File: src/cpu_pkg.sv
`default_nettype none

package cpu_pkg;

    localparam int xlen       = 32;
    localparam int ilen       = 32;
    localparam int reg_count  = 8;
    localparam int reg_aw     = $clog2(reg_count);
    localparam int imem_words = 64;
    localparam int imem_aw    = $clog2(imem_words);

    localparam logic [xlen-1:0]   reset_pc     = 32'h0000_0000;
    localparam logic [xlen-1:0]   handler_addr = 32'h0000_00c0;  // Interrupt entry, word 48
    localparam logic [reg_aw-1:0] link_reg     = 3'd7;           // BAL writes its link here

    // Opcode field, bits 31..28 of every instruction
    typedef enum logic [3:0] {
        OP_NOP  = 4'd0,
        OP_ADDI = 4'd1,
        OP_BEQ  = 4'd2,
        OP_BNE  = 4'd3,
        OP_BC   = 4'd4,
        OP_BAL  = 4'd5,
        OP_J    = 4'd6,
        OP_JR   = 4'd7,
        OP_JALR = 4'd8,
        OP_ERET = 4'd9
    } op_t;

    // Redirect kind that is resolved while the instruction sits in ID
    typedef enum logic [1:0] {
        NORMAL,
        J,
        JR
    } control_type_t;

    typedef struct packed {
        logic                valid;
        logic [xlen-1:0]     pc;
        op_t                 op;
        control_type_t       control_type;
        logic [reg_aw-1:0]   ra_idx;        // Destination or first compare register
        logic [xlen-1:0]     a_data;        // Holds rb for JR and JALR, see decode
        logic [xlen-1:0]     b_data;
        logic [xlen-1:0]     imm;
        logic [xlen-1:0]     jump_addr;
        logic                eret;
    } id_regs_t;

    typedef struct packed {
        logic                valid;
        op_t                 op;
        logic                zero;
        logic [xlen-1:0]     pc_branch;
    } ex_regs_t;

    typedef struct packed {
        logic [xlen-1:0]     pc;
        logic                wr_en;
        logic [reg_aw-1:0]   wr_idx;
        logic [xlen-1:0]     wr_data;
    } commit_t;

endpackage

`default_nettype wire

File: src/core_branch.sv
`timescale 1ns/1ns
`default_nettype none

module core_branch (
    input  logic                     reset,
    input  cpu_pkg::id_regs_t        id_regs,
    input  cpu_pkg::ex_regs_t        ex_regs,
    input  logic [cpu_pkg::xlen-1:0] pc4,
    input  logic [cpu_pkg::xlen-1:0] epc,
    input  logic                     taken_handler,
    output logic [cpu_pkg::xlen-1:0] next_pc,
    output logic                     flush,
    output logic                     squash_id,
    output logic                     ex_redirect,
    output logic                     eret_taken
);
    import cpu_pkg::*;

    assign ex_redirect = ex_regs.valid &&
                         ((ex_regs.op == OP_BC) || (ex_regs.op == OP_BAL) ||
                          ((ex_regs.op == OP_BEQ) && ex_regs.zero) ||
                          ((ex_regs.op == OP_BNE) && !ex_regs.zero));

    always_comb begin
        next_pc    = pc4;
        flush      = 1'b0;
        squash_id  = 1'b0;
        eret_taken = 1'b0;
        if (reset) begin
            next_pc   = reset_pc;
            flush     = 1'b1;
            squash_id = 1'b1;
        end else if (ex_redirect) begin
            next_pc   = ex_regs.pc_branch;  // Both younger slots are wrong path
            flush     = 1'b1;
            squash_id = 1'b1;
        end else if (taken_handler) begin
            next_pc   = handler_addr;
            flush     = 1'b1;
            squash_id = 1'b1;
        end else if (id_regs.valid && id_regs.eret) begin
            next_pc    = epc;
            flush      = 1'b1;
            eret_taken = 1'b1;
        end else if (id_regs.valid) begin
            case (id_regs.control_type)
                J: begin
                    next_pc = id_regs.jump_addr;
                    flush   = 1'b1;
                end
                JR: begin
                    next_pc = id_regs.a_data;  // rb value for JR and JALR
                    flush   = 1'b1;
                end
                default: begin
                    next_pc = pc4;
                end
            endcase
        end
    end

endmodule

`default_nettype wire

File: src/core_cp0.sv
`timescale 1ns/1ns
`default_nettype none

module core_cp0 (
    input  logic                     clk,
    input  logic                     reset,
    input  logic                     advance,
    input  logic                     irq,
    input  logic                     id_valid,
    input  logic [cpu_pkg::xlen-1:0] id_pc,
    input  logic                     ex_redirect,
    input  logic                     eret_taken,
    output logic                     taken_handler,
    output logic [cpu_pkg::xlen-1:0] epc
);
    logic in_handler;

    // An EX branch wins, so the saved PC is always on the correct path
    assign taken_handler = irq && !in_handler && id_valid && !ex_redirect;

    always_ff @(posedge clk) begin
        if (reset) begin
            in_handler <= 1'b0;
        end else if (advance) begin
            if (taken_handler) begin
                in_handler <= 1'b1;
            end else if (eret_taken) begin
                in_handler <= 1'b0;
            end
        end
    end

    always_ff @(posedge clk) begin
        if (advance && taken_handler) begin
            epc <= id_pc;  // The ID instruction is squashed and replays after ERET
        end
    end

endmodule

`default_nettype wire

File: src/core_decode.sv
`timescale 1ns/1ns
`default_nettype none

module core_decode (
    input  logic                       clk,
    input  logic                       reset,
    input  logic                       advance,
    input  logic                       squash,
    input  logic                       if_valid,
    input  logic [cpu_pkg::xlen-1:0]   if_pc,
    input  logic [cpu_pkg::ilen-1:0]   if_instr,
    input  cpu_pkg::commit_t           ex_commit,
    input  logic                       ex_commit_valid,
    input  logic                       wr_en,
    input  logic [cpu_pkg::reg_aw-1:0] wr_idx,
    input  logic [cpu_pkg::xlen-1:0]   wr_data,
    output cpu_pkg::id_regs_t          id_regs,
    output cpu_pkg::id_regs_t          id_ex
);
    import cpu_pkg::*;

    op_t               op;
    logic [reg_aw-1:0] ra;
    logic [reg_aw-1:0] rb;
    logic [reg_aw-1:0] rd_idx_a;
    logic [15:0]       imm;
    logic [xlen-1:0]   rf_a;
    logic [xlen-1:0]   rf_b;
    logic              hit_a;
    logic              hit_b;

    assign op  = op_t'(if_instr[31:28]);
    assign ra  = if_instr[27:25];
    assign rb  = if_instr[24:22];
    assign imm = if_instr[15:0];

    // JR and JALR take their target from rb, so port A reads rb for them
    assign rd_idx_a = (op == OP_JR || op == OP_JALR) ? rb : ra;

    core_regfile u_regfile (
        .clk       (clk),
        .wr_en     (wr_en),
        .wr_idx    (wr_idx),
        .wr_data   (wr_data),
        .rd_idx_a  (rd_idx_a),
        .rd_idx_b  (rb),
        .rd_data_a (rf_a),
        .rd_data_b (rf_b)
    );

    // The EX result lands in the file on the same edge that this ID moves on
    assign hit_a = ex_commit_valid && ex_commit.wr_en && (ex_commit.wr_idx == rd_idx_a);
    assign hit_b = ex_commit_valid && ex_commit.wr_en && (ex_commit.wr_idx == rb);

    always_comb begin
        id_regs.valid     = if_valid;
        id_regs.pc        = if_pc;
        id_regs.op        = op;
        id_regs.ra_idx    = ra;
        id_regs.a_data    = hit_a ? ex_commit.wr_data : rf_a;
        id_regs.b_data    = hit_b ? ex_commit.wr_data : rf_b;
        id_regs.imm       = (op == OP_J) ? {{(xlen-16){1'b0}}, imm} : {{(xlen-16){imm[15]}}, imm};
        id_regs.jump_addr = {{(xlen-18){1'b0}}, imm, 2'b00};  // Word index to byte address
        id_regs.eret      = (op == OP_ERET);
        case (op)
            OP_J:             id_regs.control_type = J;
            OP_JR, OP_JALR:   id_regs.control_type = JR;
            default:          id_regs.control_type = NORMAL;
        endcase
    end

    // ID/EX register
    always_ff @(posedge clk) begin
        if (advance) begin
            id_ex       <= id_regs;
            id_ex.valid <= id_regs.valid && !squash;
        end
        if (reset) begin
            id_ex.valid <= 1'b0;
        end
    end

endmodule

`default_nettype wire

File: src/core_execute.sv
`timescale 1ns/1ns
`default_nettype none

module core_execute (
    input  logic              clk,
    input  logic              reset,
    input  logic              advance,
    input  logic              squash_ex,
    input  cpu_pkg::id_regs_t id_ex,
    output cpu_pkg::ex_regs_t ex_regs,
    output logic              commit_valid,
    output cpu_pkg::commit_t  commit
);
    import cpu_pkg::*;

    logic            ex_killed;
    logic            ex_valid;
    logic [xlen-1:0] sum;
    logic [xlen-1:0] link;
    logic [xlen-1:0] pc_branch;

    // Set by a full flush, the instruction left in EX must not retire
    always_ff @(posedge clk) begin
        if (reset || squash_ex) begin
            ex_killed <= 1'b1;
        end else if (advance) begin
            ex_killed <= 1'b0;  // A fresh instruction has been loaded
        end
    end

    assign ex_valid  = id_ex.valid && !ex_killed;
    assign sum       = id_ex.b_data + id_ex.imm;
    assign link      = id_ex.pc + xlen'(4);
    assign pc_branch = link + {id_ex.imm[xlen-3:0], 2'b00};

    always_comb begin
        ex_regs.valid     = ex_valid;
        ex_regs.op        = id_ex.op;
        ex_regs.zero      = (id_ex.a_data == id_ex.b_data);
        ex_regs.pc_branch = pc_branch;
    end

    // Retired record, held steady by the ID/EX register while stalled
    always_comb begin
        commit.pc      = id_ex.pc;
        commit.wr_en   = 1'b0;
        commit.wr_idx  = id_ex.ra_idx;
        commit.wr_data = sum;
        case (id_ex.op)
            OP_ADDI: begin
                commit.wr_en = (id_ex.ra_idx != '0);  // r0 writes are dropped
            end
            OP_BAL: begin
                commit.wr_en   = 1'b1;
                commit.wr_idx  = link_reg;
                commit.wr_data = link;
            end
            OP_JALR: begin
                commit.wr_en   = (id_ex.ra_idx != '0);
                commit.wr_data = link;
            end
            default: begin
                commit.wr_en = 1'b0;
            end
        endcase
    end

    assign commit_valid = ex_valid;

endmodule

`default_nettype wire

File: src/core_fetch.sv
`timescale 1ns/1ns
`default_nettype none

module core_fetch (
    input  logic                        clk,
    input  logic                        reset,
    input  logic                        advance,
    input  logic                        flush,
    input  logic [cpu_pkg::xlen-1:0]    next_pc,
    input  logic                        prog_valid,
    input  logic [cpu_pkg::imem_aw-1:0] prog_addr,
    input  logic [cpu_pkg::ilen-1:0]    prog_data,
    output logic                        if_valid,
    output logic [cpu_pkg::xlen-1:0]    if_pc,
    output logic [cpu_pkg::ilen-1:0]    if_instr,
    output logic [cpu_pkg::xlen-1:0]    pc4
);
    import cpu_pkg::*;

    logic [xlen-1:0] pc;
    logic [ilen-1:0] imem [imem_words];

    assign pc4 = pc + xlen'(4);

    always_ff @(posedge clk) begin
        if (prog_valid) begin
            imem[prog_addr] <= prog_data;  // Load port works in any cycle
        end
    end

    always_ff @(posedge clk) begin
        if (reset) begin
            pc <= reset_pc;
        end else if (advance) begin
            pc <= next_pc;
        end
    end

    // IF/ID register
    always_ff @(posedge clk) begin
        if (reset) begin
            if_valid <= 1'b0;
        end else if (advance) begin
            if_valid <= !flush;  // Wrong-path word is dropped here
        end
    end

    always_ff @(posedge clk) begin
        if (advance) begin
            if_pc    <= pc;
            if_instr <= imem[pc[imem_aw+1:2]];  // Word index, byte bits ignored
        end
    end

endmodule

`default_nettype wire

File: src/core_regfile.sv
`timescale 1ns/1ns
`default_nettype none

module core_regfile (
    input  logic                       clk,
    input  logic                       wr_en,
    input  logic [cpu_pkg::reg_aw-1:0] wr_idx,
    input  logic [cpu_pkg::xlen-1:0]   wr_data,
    input  logic [cpu_pkg::reg_aw-1:0] rd_idx_a,
    input  logic [cpu_pkg::reg_aw-1:0] rd_idx_b,
    output logic [cpu_pkg::xlen-1:0]   rd_data_a,
    output logic [cpu_pkg::xlen-1:0]   rd_data_b
);
    import cpu_pkg::*;

    logic [xlen-1:0] regs [reg_count];

    always_ff @(posedge clk) begin
        if (wr_en && (wr_idx != '0)) begin
            regs[wr_idx] <= wr_data;  // Entry 0 is never written
        end
    end

    assign rd_data_a = (rd_idx_a == '0) ? '0 : regs[rd_idx_a];
    assign rd_data_b = (rd_idx_b == '0) ? '0 : regs[rd_idx_b];

endmodule

`default_nettype wire

File: src/core_top.sv
`timescale 1ns/1ns
`default_nettype none

module core_top (
    input  logic                        clk,
    input  logic                        reset,
    input  logic                        prog_valid,
    input  logic [cpu_pkg::imem_aw-1:0] prog_addr,
    input  logic [cpu_pkg::ilen-1:0]    prog_data,
    input  logic                        irq,
    input  logic                        commit_ready,
    output logic                        commit_valid,
    output cpu_pkg::commit_t            commit
);
    import cpu_pkg::*;

    logic              advance;
    logic [xlen-1:0]   next_pc;
    logic [xlen-1:0]   pc4;
    logic [xlen-1:0]   epc;
    logic              flush;
    logic              squash_id;
    logic              squash_ex;
    logic              ex_redirect;
    logic              eret_taken;
    logic              taken_handler;
    logic              if_valid;
    logic [xlen-1:0]   if_pc;
    logic [ilen-1:0]   if_instr;
    logic              rf_wr_en;
    id_regs_t          id_regs;
    id_regs_t          id_ex;
    ex_regs_t          ex_regs;

    // A refused commit freezes every stage
    assign advance   = !(commit_valid && !commit_ready);
    assign rf_wr_en  = commit_valid && commit_ready && commit.wr_en;
    assign squash_ex = reset;  // Full flush reaches EX only on reset

    core_fetch u_fetch (
        .clk(clk), .reset(reset), .advance(advance), .flush(flush), .next_pc(next_pc),
        .prog_valid(prog_valid), .prog_addr(prog_addr), .prog_data(prog_data),
        .if_valid(if_valid), .if_pc(if_pc), .if_instr(if_instr), .pc4(pc4)
    );

    core_decode u_decode (
        .clk(clk), .reset(reset), .advance(advance), .squash(squash_id),
        .if_valid(if_valid), .if_pc(if_pc), .if_instr(if_instr),
        .ex_commit(commit), .ex_commit_valid(commit_valid),
        .wr_en(rf_wr_en), .wr_idx(commit.wr_idx), .wr_data(commit.wr_data),
        .id_regs(id_regs), .id_ex(id_ex)
    );

    core_execute u_execute (
        .clk(clk), .reset(reset), .advance(advance), .squash_ex(squash_ex),
        .id_ex(id_ex), .ex_regs(ex_regs), .commit_valid(commit_valid), .commit(commit)
    );

    core_cp0 u_cp0 (
        .clk(clk), .reset(reset), .advance(advance), .irq(irq),
        .id_valid(id_regs.valid), .id_pc(id_regs.pc), .ex_redirect(ex_redirect),
        .eret_taken(eret_taken), .taken_handler(taken_handler), .epc(epc)
    );

    core_branch u_branch (
        .reset(reset), .id_regs(id_regs), .ex_regs(ex_regs), .pc4(pc4), .epc(epc),
        .taken_handler(taken_handler), .next_pc(next_pc), .flush(flush),
        .squash_id(squash_id), .ex_redirect(ex_redirect), .eret_taken(eret_taken)
    );

endmodule

`default_nettype wire

File: config.mk
export PLATFORM = sky130hd
export DESIGN_NAME = core_top
export DESIGN_NICKNAME = d
export VERILOG_FILES = /design/src/cpu_pkg.sv /design/src/core_branch.sv /design/src/core_cp0.sv /design/src/core_decode.sv /design/src/core_execute.sv /design/src/core_fetch.sv /design/src/core_regfile.sv /design/src/core_top.sv
export SDC_FILE = /design/constraint.sdc
export NUM_CORES = 2
export LEC_CHECK = 0
export BUFFER_PORTS_ARGS = -buffer_cell sky130_fd_sc_hd__buf_2
export CAP_MARGIN = 10
export CORE_MARGIN = 3
export CORE_UTILIZATION = 35
export DETAILED_ROUTE_END_ITERATION = 8
export HOLD_SLACK_MARGIN = 0.1
export PLACE_DENSITY_LB_ADDON = 0.3
export SLEW_MARGIN = 20
export SYNTH_ARGS = -nofsm -noshare
export SYNTH_HDL_FRONTEND = slang
export SYNTH_SLANG_ARGS = --single-unit
File: constraint.sdc
create_clock -name clk -period 7.9 [get_ports clk]
set_input_delay 0.79 -clock clk [delete_from_list [all_inputs] [get_ports clk]]
set_output_delay 0.79 -clock clk [all_outputs]
set_load 0.02 [all_outputs]
## Word-level counts from Yosys, hierarchy flattened

Memory sizes are Yosys's and may differ from the RTL's. A register that Yosys moved wholly into a read port is not among the register bits.
Cells that the tools add are included.

| operators by class | value |
|---|---|
| add/sub/neg operators | 4 |
| equality and inequality tests | 15 |
| muxes and demuxes | 33 |
| bitwise operators | 1 |
| reduce and logical (&&, ||, !) cells | 40 |

Operator list:

| cell | number |
|---|---|
| two-way mux 32 bit | 9 |
| adder 32 x 3 -> 32 bit (second input constant) | 2 |
| adder 32 bit | 2 |
| one-hot mux 32 bit (2 select lines) | 1 |
| equality test 32 bit | 1 |
| two-way mux 1 bit | 19 |
| logical AND 1 bit | 17 |
| equality test 4 x 3 -> 1 bit (second input constant) | 4 |
| equality test 4 bit (second input constant) | 3 |
| logical NOT 1 bit | 9 |
| equality test 4 x 2 -> 1 bit (second input constant) | 2 |
| OR reduction 2 bit | 4 |
| equality test 3 bit | 2 |
| logical NOT 3 bit | 2 |
| two-way mux 3 bit | 2 |
| nonzero test 3 bit | 2 |
| equality test 4 x 1 -> 1 bit (second input constant) | 1 |
| logical OR 1 bit | 4 |
| one-hot mux 2 bit (2 select lines) | 1 |
| equality test 2 x 1 -> 1 bit (second input constant) | 1 |
| equality test 2 bit (second input constant) | 1 |
| one-hot mux 1 bit (2 select lines) | 1 |
| AND reduction 2 bit | 1 |
| nonzero test 2 bit | 1 |
| NOT 1 bit | 1 |

| word-level totals | value |
|---|---|
| register bits after elaboration | 220 |
| memory bits (writable) | 2,304 |
| input bits | 43 |
| word-level logic and storage cells | 109 |
| memories kept | 2 |

Memory list:

| name | depth | bits a word | rd ports | clocked after memory_dff | wr ports | RTL line | source |
|---|---|---|---|---|---|---|---|
| u_fetch.imem | 64 | 32 | 1 | 1 | 1 | core_fetch.sv:21 | `logic [ilen-1:0] imem [imem_words];` |
| u_decode.u_regfile.regs | 8 | 32 | 2 | 0 | 1 | core_regfile.sv:16 | `logic [xlen-1:0] regs [reg_count];` |

## Longest topological paths before layout

| depth | value |
|---|---|
| word-level depth | 12 |
| gate-level depth with buffers | 17 |
| depth with buffers taken out | 16 |

## Hierarchy

A second synthesis with hierarchy kept.

| second synthesis, totals | value |
|---|---|
| cells, all modules | 5,877 |
| area total of the unflattened synthesis | 106,741.1 um^2 |

By module, submodules not included:

| module | times used | cells an instance | area each (um^2) |
|---|---|---|---|
| core_fetch | 1 | 4,018 | 82,414.0 |
| core_regfile | 1 | 626 | 11,437.2 |
| core_decode | 1 | 373 | 5,974.5 |
| core_execute | 1 | 674 | 4,638.2 |
| core_branch | 1 | 145 | 1,237.4 |
| core_cp0 | 1 | 39 | 1,027.2 |
| core_top | 1 | 2 | 12.5 |

## Least setup slack after synthesis

No wires, ideal clock.

| timing | value |
|---|---|
| path kind | input port to flip-flop |
| start point | input commit_ready |
| end point | register u_fetch.pc[13] |
| data arrival time | 6.664 ns |
| setup slack | 0.812 ns |
| stages on the path | 5 |
| cell sequence | nor2_1 inv_1 clkbuf_1 buf_1 a41oi_1 |

| between the ends | value |
|---|---|
| cells in the longest elaborated chain, start to end | 2 |

Ends and longest elaborated chain:

| item | RTL line | source |
|---|---|---|
| start: declaration | core_top.sv:11 | `input logic commit_ready,` |
| logical NOT 1 bit | core_top.sv:36 | `assign advance = !(commit_valid && !commit_ready);` |
| logical AND 1 bit | core_top.sv:36 |  |
| end signal: assignment | core_fetch.sv:33 | `pc <= reset_pc;` |
| end signal: assignment | core_fetch.sv:35 | `pc <= next_pc;` |
| end: declaration | core_fetch.sv:20 | `logic [xlen-1:0] pc;` |

No other way between the ends.
A chain may end at the register's enable or synchronous reset.

==> results.sh <==
export IMPL_status="complete, no violations"
export IMPL_relSlewSlack_pct=18.8
export IMPL_wl_per_cell_um=28.6
export IMPL_drt_iter0_markers=4733
export IMPL_overflow=0
export IMPL_place_gp_congestion=0.860
export IMPL_clockBufferDepth=4
export IMPL_totalWireLength_um=241000
export IMPL_synth_area_sq_um=88600
export IMPL_cts_sinks=2134
export IMPL_p_sw_share_pct=36.3
export IMPL_ys_seq_area_share_pct=72.0
export IMPL_crit_type="register to output pin"
export IMPL_synth_nets=4833
export IMPL_ys_async_sr_fraction_pct=0
export IMPL_core_area_sq_um=252000
export IMPL_holdBufCountCts=0
export IMPL_setup_viol=0
export IMPL_sequentialPowerShare_pct=38.0
export IMPL_ys_types=92
export IMPL_maxCapViolations=0
export IMPL_grt_max_degree=139
export IMPL_dpl_hpwl_um=140000
export IMPL_layout_commonest_cell="edfxtp_1"
export IMPL_clockRootBuffer="clkbuf_16"
export IMPL_drive_gt1_share_pct=24.8
export IMPL_cts_tree="yes"
export IMPL_finalSetupTns_ns=0
export IMPL_finalHoldViolCount=0
export IMPL_grt_pass1_vias=46900
export IMPL_drv_slew=0
export IMPL_avgSynthCellArea_sq_um=18.7
export IMPL_htreeDepth=4
export IMPL_portBuffers=105
export IMPL_cts_made_buffers=218
export IMPL_ys_warn_count=0
export IMPL_clock_skew_ns=0.0742
export IMPL_synth_edf_count=2098
export IMPL_syn_inst=4724
export IMPL_rows=184
export IMPL_drtPass1Iterations=5
export IMPL_post_cts_resized=0
export IMPL_vias_per_cell=5.53
export IMPL_vias=46700
export IMPL_switching_power_w=0.0141
export IMPL_post_cts_buffers=0
export IMPL_track_usage_pct=18.3
export IMPL_min_path_type="input pin to register"
export IMPL_die_x_um=509
export IMPL_dieArea_sq_um=259000
export IMPL_required_ns=7.11
export IMPL_synth_top_family_by_area="multiplexers"
export IMPL_end_kind="output pin"
export IMPL_crit_path_max_fanout=10
export IMPL_start_util_pct=35.2
export IMPL_ant_nets=0
export IMPL_yosys_register_bits=2134
export IMPL_worst_slew_pin_slew_ns=1.21
export IMPL_synthAdderAreaFrac_pct=0.949
export IMPL_synth_mux_area_share_pct=15.4
export IMPL_comb_power_share_pct=36.7
export IMPL_power_density_nw_per_um2=386
export IMPL_crit_arrival_ns=4.85
export IMPL_worstRegToRegCells=16
export IMPL_worstSetupStartpointType="register"
export IMPL_fill_cells=22500
export IMPL_drc=0
export IMPL_grt_pass1_wl_um=343000
export IMPL_hold_depth=1
export IMPL_p_total_w=0.0389
export IMPL_rsz0062_at_grt="false"
export IMPL_layout_common_cells="edfxtp_1, mux4_2, nand2_1"
export IMPL_p_int_w=0.0248
export IMPL_clk_latency_ns=0.88
export IMPL_finalCritPeriodShare_pct=71.3
export IMPL_power_share_clock_pct=25.3
export IMPL_antenna_found_initial=27
export IMPL_fmax_ghz=0.177
export IMPL_yosys_area_share_simple_pct=4.01
export IMPL_ys_flop_type="edfxtp_1"
export IMPL_p_leak_nw=31.4
export IMPL_synth_xor_area_share_pct=1.35
export IMPL_die_h_um=509
export IMPL_clk_pin_slew_worst_paths_ns=0.06
export IMPL_synth_compound_area_share_pct=4.61
export IMPL_area_delta_synth_final_pct=13.7
export IMPL_period_minus_slack_ns=5.64
export IMPL_vdd_drop_max_v=0.000290
export IMPL_ios=112
export IMPL_final_nets=5012
[cell families (layout without fill, tap and decap cells)]
kind of cell    count (synthesis)  in the layout
fa+ha+maj                      66             66
buf+inv                       339            685
other cells                     0             17
mux                           642            642
compound gates                637            637
xor+xnor                      136            136
flops                        2134           2134
simple gates                  770            770
[state kept, by name, summed over array words and instances (netlist names)]
register / flops
u_fetch.if_instr: 26
u_fetch.pc: 32
u_fetch.imem: 1664
u_decode.u_regfile.regs: 224
u_decode.id_ex: 121
u_fetch.if_pc: 32
u_cp0.epc: 32
u_fetch.if_valid: 1
u_execute.ex_killed: 1
u_cp0.in_handler: 1
[cells in the mapped netlist (62+ instances only)]
cell / number / share of area, %
a211oi_1: 83 / 0.70
mux4_2: 578 / 15
nand2_1: 292 / 1.2
o21ai_0: 94 / 0.53
nand3_1: 82 / 0.46
clkbuf_1: 171 / 0.72
nor2_1: 188 / 0.80
ha_1: 64 / 0.90
a21oi_1: 243 / 1.4
nor3_1: 62 / 0.35
xnor2_1: 97 / 0.96
edfxtp_1: 2098 / 71
[critical path, cell delays in order (launching register included)]
cell	delay, ns
edfxtp_1	0.43
ha_1	0.38
a21oi_1	0.35
a21boi_0	0.17
a311oi_1	0.69
o21ai_1	0.41
nand4_1	0.26
o2bb2ai_1	0.13
nand2_1	0.07
mux2i_1	0.83
buf_2	0.32
[stage by stage]
step	hold slack [ns]	std cells	utilization (%)	area, sq um	setup slack [ns]
3_3_place_gp	0.414	8020	37.2	93700	2.82
4_1_cts	0.233	8413	39.9	100000	2.31
2_1_floorplan	0.406	4724	-	88600	0.812
6_report	0.290	8435	40.0	101000	2.26
3_5_place_dp	0.429	8026	37.3	93800	2.83
5_1_grt	0.260	8420	40.0	101000	2.00
[routing by layer]
metal,share of wire (%),GRT usage (%),wire (um)
met5,0.051,0,122
met4,2.7,4.84,6620
met3,6.6,3.26,15900
met2,49,30.3,118000
met1,42,24.9,100000
[cell type report]
cell class                 count  area, sq um  area share [%]
antenna                       17         42.5          0.0423
clock buffer                 278         5780            5.75
clock inverter               109          870           0.864
inverter                      43          169           0.168
multi-input combinational   2251        23900            23.8
sequential                  2134        63700            63.3
tap                         3348         4190            4.16
timing repair buffer         255         1950            1.93
[path summary, 6_finish.rpt]
check / start / endpoint / slack (ns)
worst max-delay path: u_decode.id_ex[42]$_DFFE_PN_ / commit[29] / 2.26
worst min-delay path: prog_data[15] / u_fetch.imem[58][15]$_DFFE_PP_ / 0.29
worst max register to register: u_decode.id_ex[140]$_DFFE_PN_ / u_fetch.pc[31]$_SDFFE_PP0N_ / 2.63
worst min register to register: u_fetch.if_pc[9]$_DFFE_PN_ / u_decode.id_ex[147]$_DFFE_PN_ / 0.43
[power by group through the flow]
stage | clock network, W | registers [W] | logic (W)
after floorplan | 0 | 0.0146 | 0.00909
after global placement | 0 | 0.0150 | 0.0142
after detailed placement | 0 | 0.0150 | 0.0144
after CTS | 0.0100 | 0.0148 | 0.0144
after global routing | 0.0105 | 0.0148 | 0.0152
final | 0.00981 | 0.0148 | 0.0143
(Power assumes the default switching activity.)
